--- src/dio_pkg.sv ---
// shared widths, types and command codes of the file-download controller, referenced by scope
package dio_pkg;

	// ****************************************
	// widths
	// ****************************************

	// ram byte address width, covers the 32 MB sdram of the board
	parameter int ADDR_W = 25;

	// one byte as it arrives over spi
	typedef logic [7:0] byte_t;

	// ram byte address
	typedef logic [ADDR_W-1:0] addr_t;

	// menu index of the file being downloaded
	typedef logic [4:0] file_index_t;

	// ****************************************
	// io controller commands
	// ****************************************

	// start or end a download, payload bit 0 selects which
	parameter byte_t CMD_FILE_TX = 8'h53;

	// every payload byte goes to the next ram address
	parameter byte_t CMD_FILE_TX_DAT = 8'h54;

	// payload bits 4..0 give the menu index
	parameter byte_t CMD_FILE_INDEX = 8'h55;

	// ****************************************
	// state machines
	// ****************************************

	// decoder position inside a frame
	typedef enum logic {
		phase_cmd,
		phase_data
	} frame_phase_t;

	// download status kept by the executor
	typedef enum logic {
		dl_idle,
		dl_active
	} dl_state_t;

endpackage
--- src/spi_frame_if.sv ---
// decoded spi frame bus, driven by the command decoder and read by the download executor
`timescale 1ns/1ns

interface spi_frame_if;

	// one clk pulse per completed payload byte
	logic byte_strobe;

	// the completed byte, only meaningful while byte_strobe is high
	dio_pkg::byte_t payload;

	// command byte of the current frame
	// held until the next frame delivers its own
	dio_pkg::byte_t cmd;

	// frame selected and past its command byte
	logic frame_active;

	// decoder side drives everything
	modport decoder (
		output byte_strobe, payload, cmd, frame_active
	);

	// executor only looks
	modport executor (
		input byte_strobe, payload, cmd, frame_active
	);

endinterface

--- src/data_io.sv ---
// top level of the spi file-download controller, connects decode, execute and ram write stages
`timescale 1ns/1ns

module data_io #(
	// first ram address of a download, default is sideways rom slot e
	parameter dio_pkg::addr_t BASE_ADDR = 25'h68000
) (
	input  logic clk,
	input  logic ss,

	// io controller spi pins
	input  logic sck,
	input  logic sdi,
	input  logic spi_sel,

	// download status
	output logic downloading,
	output dio_pkg::file_index_t index,

	// external ram
	output logic wr,
	output dio_pkg::addr_t addr,
	output dio_pkg::byte_t data
);

	// ****************************************
	// stage links
	// ****************************************

	// decoded bytes, decoder to executor
	spi_frame_if frame_bus ();

	// write requests, executor to write port
	logic req;
	dio_pkg::addr_t req_addr;
	dio_pkg::byte_t req_data;

	// ****************************************
	// stages
	// ****************************************

	spi_cmd_decoder u_decoder (
		.clk     (clk),
		.ss      (ss),
		.sck     (sck),
		.sdi     (sdi),
		.spi_sel (spi_sel),
		.frame   (frame_bus.decoder)
	);

	download_executor #(
		.BASE_ADDR (BASE_ADDR)
	) u_executor (
		.clk         (clk),
		.ss          (ss),
		.frame       (frame_bus.executor),
		.downloading (downloading),
		.index       (index),
		.req         (req),
		.req_addr    (req_addr),
		.req_data    (req_data)
	);

	ram_write_port u_write_port (
		.clk      (clk),
		.ss       (ss),
		.req      (req),
		.req_addr (req_addr),
		.req_data (req_data),
		.wr       (wr),
		.addr     (addr),
		.data     (data)
	);

endmodule

--- src/ram_write_port.sv ---
// ram write port, turns a write request into a one-clk write strobe launched on the falling edge
`timescale 1ns/1ns

module ram_write_port (
	input  logic clk,
	input  logic ss,
	input  logic req,
	input  dio_pkg::addr_t req_addr,
	input  dio_pkg::byte_t req_data,
	output logic wr,
	output dio_pkg::addr_t addr,
	output dio_pkg::byte_t data
);

	// request seen, write not yet completed
	logic pending;

	// ****************************************
	// request capture, rising edge
	// ****************************************

	always_ff @(posedge clk or posedge ss) begin
		if (ss) begin
			pending <= 1'b0;
		end else if (req) begin
			pending <= 1'b1;
		end else if (wr) begin
			// strobe is out, this edge is mid-write
			pending <= 1'b0;
		end
	end

	// ****************************************
	// ram side, falling edge
	// ****************************************

	// address and data change half a clk before the ram's rising edge
	// wr drops again on the following falling edge
	always_ff @(negedge clk or posedge ss) begin
		if (ss) begin
			wr <= 1'b0;
			addr <= '0;
			data <= 8'h00;
		end else begin
			wr <= pending;
			if (pending) begin
				addr <= req_addr;
				data <= req_data;
			end
		end
	end

endmodule

--- src/download_executor.sv ---
// download executor, acts on decoded payload bytes and produces ram write requests
`timescale 1ns/1ns

module download_executor #(
	// first ram address of a download
	parameter dio_pkg::addr_t BASE_ADDR = 25'h68000
) (
	input  logic clk,
	input  logic ss,
	spi_frame_if.executor frame,
	output logic downloading,
	output dio_pkg::file_index_t index,
	output logic req,
	output dio_pkg::addr_t req_addr,
	output dio_pkg::byte_t req_data
);

	// counter pre-increments, so it sits one below the base
	localparam dio_pkg::addr_t START_ADDR = BASE_ADDR - dio_pkg::addr_t'(1);

	dio_pkg::dl_state_t dl_state;

	// address of the most recent write
	dio_pkg::addr_t addr_cnt;

	// a payload byte to act on this cycle
	logic byte_take;

	// a data byte to be written
	logic data_take;

	assign byte_take = frame.byte_strobe && frame.frame_active;
	assign data_take = byte_take && (frame.cmd == dio_pkg::CMD_FILE_TX_DAT);

	// ****************************************
	// command dispatch
	// ****************************************

	always_ff @(posedge clk or posedge ss) begin
		if (ss) begin
			dl_state <= dio_pkg::dl_idle;
			addr_cnt <= START_ADDR;
			index <= 5'd0;
			req <= 1'b0;
		end else begin
			// req is a single pulse
			req <= 1'b0;
			if (byte_take) begin
				case (frame.cmd)
					dio_pkg::CMD_FILE_TX: begin
						// bit 0 set starts a download, cleared ends it
						if (frame.payload[0]) begin
							dl_state <= dio_pkg::dl_active;
							addr_cnt <= START_ADDR;
						end else begin
							dl_state <= dio_pkg::dl_idle;
						end
					end
					dio_pkg::CMD_FILE_TX_DAT: begin
						// written whether or not a download is active
						addr_cnt <= addr_cnt + dio_pkg::addr_t'(1);
						req <= 1'b1;
					end
					dio_pkg::CMD_FILE_INDEX: begin
						index <= frame.payload[4:0];
					end
					default: begin
						// unknown command, payload dropped
					end
				endcase
			end
		end
	end

	// ****************************************
	// write request payload
	// ****************************************

	// held from req until the next data byte, a start frame
	// reloading addr_cnt does not disturb it
	always_ff @(posedge clk) begin
		if (data_take) begin
			req_addr <= addr_cnt + dio_pkg::addr_t'(1);
			req_data <= frame.payload;
		end
	end

	assign downloading = (dl_state == dio_pkg::dl_active);

endmodule

--- src/spi_cmd_decoder.sv ---
// spi frame decoder, samples the io controller pins in the clk domain and splits frames into bytes
`timescale 1ns/1ns

module spi_cmd_decoder (
	input  logic clk,
	input  logic ss,
	input  logic sck,
	input  logic sdi,
	input  logic spi_sel,
	spi_frame_if.decoder frame
);

	// two-flop synchronizers, index 1 is the safe stage
	logic [1:0] sck_sync;
	logic [1:0] sdi_sync;
	logic [1:0] sel_sync;

	// previous synchronized sck for edge detection
	logic sck_prev;

	logic sck_rise;
	logic sdi_s;
	logic sel_s;

	// bit position inside the current byte
	logic [2:0] bit_cnt;

	// command byte or payload bytes
	dio_pkg::frame_phase_t phase;

	// first seven bits of a byte, the eighth is taken live
	logic [6:0] sbuf;

	dio_pkg::byte_t cmd_q;

	// ****************************************
	// pin synchronization
	// ****************************************

	always_ff @(posedge clk or posedge ss) begin
		if (ss) begin
			sck_sync <= 2'b00;
			sdi_sync <= 2'b00;
			// chip select idles high, i.e. deselected
			sel_sync <= 2'b11;
			sck_prev <= 1'b0;
		end else begin
			sck_sync <= {sck_sync[0], sck};
			sdi_sync <= {sdi_sync[0], sdi};
			sel_sync <= {sel_sync[0], spi_sel};
			sck_prev <= sck_sync[1];
		end
	end

	assign sdi_s = sdi_sync[1];
	assign sel_s = sel_sync[1];

	// sdi went through the same two stages, so it lines up with this edge
	assign sck_rise = sck_sync[1] & ~sck_prev;

	// ****************************************
	// bit counter and frame phase
	// ****************************************

	// {phase, bit_cnt} walks 0-7 for the command, then 8-15 over and over
	always_ff @(posedge clk or posedge ss) begin
		if (ss) begin
			bit_cnt <= 3'd0;
			phase <= dio_pkg::phase_cmd;
			cmd_q <= 8'h00;
		end else if (sel_s) begin
			// deselect aborts the frame, partial byte is lost
			// cmd_q stays as it was
			bit_cnt <= 3'd0;
			phase <= dio_pkg::phase_cmd;
		end else if (sck_rise) begin
			bit_cnt <= bit_cnt + 3'd1;
			if (bit_cnt == 3'd7) begin
				// command byte complete
				if (phase == dio_pkg::phase_cmd) begin
					cmd_q <= {sbuf, sdi_s};
				end
				phase <= dio_pkg::phase_data;
			end
		end
	end

	// shift register, last bit of a byte is not shifted in
	always_ff @(posedge clk) begin
		if (sck_rise && !sel_s && bit_cnt != 3'd7) begin
			sbuf <= {sbuf[5:0], sdi_s};
		end
	end

	// ****************************************
	// frame bus
	// ****************************************

	// strobe on the very cycle the eighth payload bit is sampled
	assign frame.byte_strobe = sck_rise && !sel_s &&
		(phase == dio_pkg::phase_data) && (bit_cnt == 3'd7);

	assign frame.payload = {sbuf, sdi_s};
	assign frame.cmd = cmd_q;
	assign frame.frame_active = !sel_s && (phase == dio_pkg::phase_data);

endmodule

--- config.mk ---
export PLATFORM = sky130hd
export DESIGN_NAME = data_io
export DESIGN_NICKNAME = d
export VERILOG_FILES = /design/src/dio_pkg.sv /design/src/spi_frame_if.sv /design/src/data_io.sv /design/src/ram_write_port.sv /design/src/download_executor.sv /design/src/spi_cmd_decoder.sv
export SDC_FILE = /design/constraint.sdc
export NUM_CORES = 1
export LEC_CHECK = 0
export BUFFER_PORTS_ARGS = -buffer_cell sky130_fd_sc_hd__buf_2
export CORE_MARGIN = 4
export CORE_UTILIZATION = 50
export DETAILED_ROUTE_END_ITERATION = 16
export PLACE_DENSITY = 0.69
export SYNTH_ARGS = -nofsm -noshare
export SYNTH_HDL_FRONTEND = slang
export SYNTH_SLANG_ARGS = --single-unit
--- constraint.sdc ---
create_clock -name clk -period 3.29 [get_ports clk]
set_clock_uncertainty 0.1 [all_clocks]
set_input_delay 0.329 -clock clk [delete_from_list [all_inputs] [get_ports clk]]
set_output_delay 0.329 -clock clk [all_outputs]
set_load 0.03 [all_outputs]
Yosys cells after proc, flatten, opt, wreduce, memory -nomap -nowiden
Index checks and enable logic that the tools add are counted.
Widths: inputs -> output; s select.
{ "word_totals": {"mem_count": 0, "input_bits": 5, "latchBits": 0, "ff_bits": 126, "rom_bits": 0, "mem_bits_rw": 0} }
{ "op_classes": {"n_div": 0, "muxes": 12, "n_bitwise": 4, "mul": 0, "add_sub_neg": 2, "n_shift": 0, "n_reduce_logical": 17, "n_eq_ne": 6, "magnitude_cmp": 0} }
{ "op_table": {"columns": ["operator", "count"], "rows": [
  ["$pmux 25 s2", 1],
  ["$add 25x1->25 const B", 1],
  ["$mux 25", 1],
  ["$eq 8x7->1 const B", 3],
  ["$mux 1", 8],
  ["$reduce_bool 2->1", 4],
  ["$logic_and 1x1->1", 7],
  ["$mux 3", 2],
  ["$reduce_and 2->1", 3],
  ["$reduce_and 4->1", 1],
  ["$add 3x1->3 const B", 1],
  ["$eq 3x3->1 const B", 1],
  ["$ne 3x3->1 const B", 1],
  ["$not 1->1", 3],
  ["$reduce_and 3->1", 1],
  ["$ne 2x2->1 const B", 1],
  ["$and 1x1->1", 1],
  ["$logic_not 1->1", 1]
]} }

Logic depth before layout (Yosys ltp)
{ "logic_depth": {"word_depth": 7, "ltp_mapped": 9, "mapped_depth_nobuf": 8} }

Hierarchy
A second synthesis with hierarchy kept.
{ "unflattened": {"cells_unflattened": 373, "area_unflattened_um2": 5357.6} }
{ "modules_own_cells": {"columns": ["module", "cells_per_inst", "instances", "seq_area_each_um2", "area_each_um2"], "rows": [
  ["download_executor", 244, 1, 1813.0, 2969.1],
  ["ram_write_port", 75, 1, 875.8, 1442.6],
  ["spi_cmd_decoder", 54, 1, 688.2, 945.9]
]} }

==> impl_metrics.py <==
metrics = {
    "clock_tree": {
        "htree_levels": 4,
        "clock-sinks": 126,
        "cts_root_buf": "clkbuf_8",
        "clockBufferDepth": 2,
        "numCtsBuffers": 17,
        "insertion_delay_ns": 0.52,
        "clkTransAtPathRegs_ns": 0.06,
        "tritoncts": "done",
    },
    "critical_path": {
        "crit_path_top_delay_cell": "dfrtn_1",
        "worstPathMaxFanout": 2,
        "setup.worst_path.class": "reg2out",
        "cp-end-kind": "primary output",
        "critPathRequiredTime_ns": 2.86,
        "cp_num_buf_inv": 1,
        "cpLargestDelayFamily": "flip-flops",
        "setup.worst_path.start": "u_write_port.addr[2]",
        "worstPathArrival_ns": 2.75,
        "timing.rr.start": "u_write_port.pending",
        "slowest_delay_ns": 0.44,
        "path_cells": "buf_2",
        "startpoint_type": "register",
    },
    "timing": {
        "slew_viol_final": 0,
        "hold_violations": 0,
        "rsz0062_at_grt": "no",
        "slew_headroom": 0.561,
        "fin_hold_ws_ns": 0.206,
        "setup_viol": 0,
        "fin_ws_ns": 0.107,
        "fin_tns_setup_ns": 0,
        "worst_pin_slew_ns": 0.657,
    },
    "detailed_routing": {
        "drt_pre_antenna_iters": 4,
        "viasPerCell": 5.45,
        "wl_met3_um": 437,
        "top_layer": "met4",
        "wire_per_inst_um": 16.6,
        "ant_nets": 0,
        "routed_wl_um": 9450,
        "drt-met1-wl_um": 4230,
        "vias": 3099,
        "drt_iter0_drc": 173,
        "met2_length_um": 4660,
        "drcViolationCount": 0,
    },
    "pwr": {
        "ir_drop_mv": 0.351,
        "power_density_nw_per_um2": 563,
        "p_leak_nw": 2.78,
        "total_power_mw": 3.49,
    },
    "cells_and_area": {
        "num-nets-final": 431,
        "syn2layout_area_growth_pct": 20.1,
        "fillCellCount": 780,
        "num_antenna_cells": 0,
        "postLayoutCoreUtil": 0.625,
        "final_cell_mix": "mux2_2, buf_2, edfxtp_1",
        "layout-drive-gt1-share": 0.374,
        "final_common_cell": "mux2_2",
    },
    "global_routing": {
        "grt_usage": 0.177,
        "antenna_found_initial": 0,
        "grt_pass1_wl_um": 15800,
        "grt_max_degree": 36,
        "grt.overflow.total": 0,
        "grt_pass1_vias": 3134,
    },
    "floorplanning": {
        "initial_core_util": 0.521,
        "die_w_um": 110,
        "fp-row-count": 36,
        "die_h_um": 110,
        "dieArea_um2": 12000,
        "num_io_pins": 45,
        "core_area_um2": 9910,
    },
    "yosys": {
        "netlist.area_leader.share": 0.233,
        "syn_nets": 370,
        "synth_area_leader_cell": "edfxtp_1",
        "avgSynthCellArea_um2": 14.3,
        "synth_ff_type": "edfxtp_1",
        "synth-warning-count": 0,
        "ys_async_sr_fraction": 0.683,
        "yosys_register_bits": 126,
        "ys_types": 48,
        "synthTopCellsByArea": "edfxtp_1, dfrtn_1, dfrtp_1",
        "synth_edf_count": 40,
        "syn_inst": 362,
        "yosysSeqAreaShare": 0.655,
        "synth_area_um2": 5160,
    },
    "place": {
        "dp_hpwl_um": 6230,
        "port_buffers": 44,
        "gp_congestion": 0.793,
        "pre_cts_ws_ns": 0.388,
    },
    "worst_hold_path": {
        "hold_path.class": "in2async",
    },
    "run_status": {
        "run_status": "finished clean",
    },
    "run": {
        "drv_cap": 0,
    },
}
==> sequential cells by signal, indices dropped and copies added, names as in the netlist <==
signal	flops
u_executor.addr_cnt	25
u_executor.req_addr	25
u_write_port.addr	25
u_decoder.frame.cmd	8
u_executor.req_data	8
u_write_port.data	8
u_decoder.sbuf	7
u_executor.index	5
u_decoder.bit_cnt	3
u_decoder.sck_sync	2
u_decoder.sdi_sync	2
u_decoder.sel_sync	2
u_decoder.phase	1
u_decoder.sck_prev	1
u_executor.downloading	1
u_executor.req	1
u_write_port.pending	1
u_write_port.wr	1
==> where the power goes <==
part | internal [mW] | total [mW] | switching, mW
clock | 1.15 | 1.81 | 0.657
combinational | 0.0150 | 0.0441 | 0.0290
sequential | 1.63 | 1.63 | 0.00664
total | 2.79 | 3.49 | 0.693
==> per-layer routing <==
layer / track usage / vias up
met1: 0.235 / 1563
li1: - / 1441
met2: 0.276 / 84
met4: 0.0703 / 0
met3: 0.0493 / 11
met5: 0 / -
==> area by class of cell <==
class	instances	area (µm²)	area share
flip-flops and latches	126	3380	0.545
well taps	133	166	0.0269
clock inverters	11	113	0.0182
clock buffers	21	470	0.0759
multi-input cells	211	1670	0.269
inverters	8	33.8	0.00545
repair buffers	59	368	0.0594
==> cells in the mapped netlist, drive strengths merged, types with 2 or more instances <==
cell / count
nor2: 16
nand4: 11
nor3b: 2
a211o: 4
and3: 4
xor2: 4
o22a: 5
inv: 8
buf: 8
o31ai: 2
nand2: 17
and4: 4
nand3: 10
or3: 3
and2: 5
o21ai: 20
mux2: 47
ha: 3
dfrtn: 34
edfxtp: 40
and4b: 2
a21oi: 12
mux2i: 2
a31oi: 5
nor2b: 2
dfstp: 19
xnor2: 20
clkbuf: 9
dfrtp: 33
==> worst paths after layout <==
kind	slack, ns	to	cells past startpoint
max	0.11	addr[2]	1
min	0.21	u_decoder.frame.cmd[6]	3
max reg2reg	0.31	u_write_port.addr[6]	2
min reg2reg	0.25	u_decoder.sdi_sync[1]	0
max in group asynchronous	0.78	u_write_port.data[7]	4
min in group clk	0.25	u_decoder.sdi_sync[1]	0
==> timing repair <==
item	CTS	global route
buffers inserted	0	0
hold buffers	4	0
hold endpoints to repair	28	0
gates resized for setup	0	0
==> through the flow <==
step | cell area [µm²] | instances
after floorplan | 5160 | 362
after global placement | 5570 | 533
after detailed placement | 5570 | 533
after CTS | 6200 | 569
after global routing | 6200 | 569
final | 6200 | 569
==> cells by family (layout without fill, tap and decap cells) <==
| family | Yosys count | count (layout) | share of synthesized area |
|---|---|---|---|
| DFF | 126 | 126 | 0.655 |
| and+or+nand+nor | 82 | 82 | 0.106 |
| AOI/OAI and AO/OA | 53 | 53 | 0.0631 |
| muxes | 49 | 49 | 0.106 |
| buffers and inverters | 25 | 99 | 0.0221 |
| xor gates and xnor gates | 24 | 24 | 0.0407 |
| adders and majority gates | 3 | 3 | 0.00728 |
No activity file was read; power rests on OpenSTA's default activity.
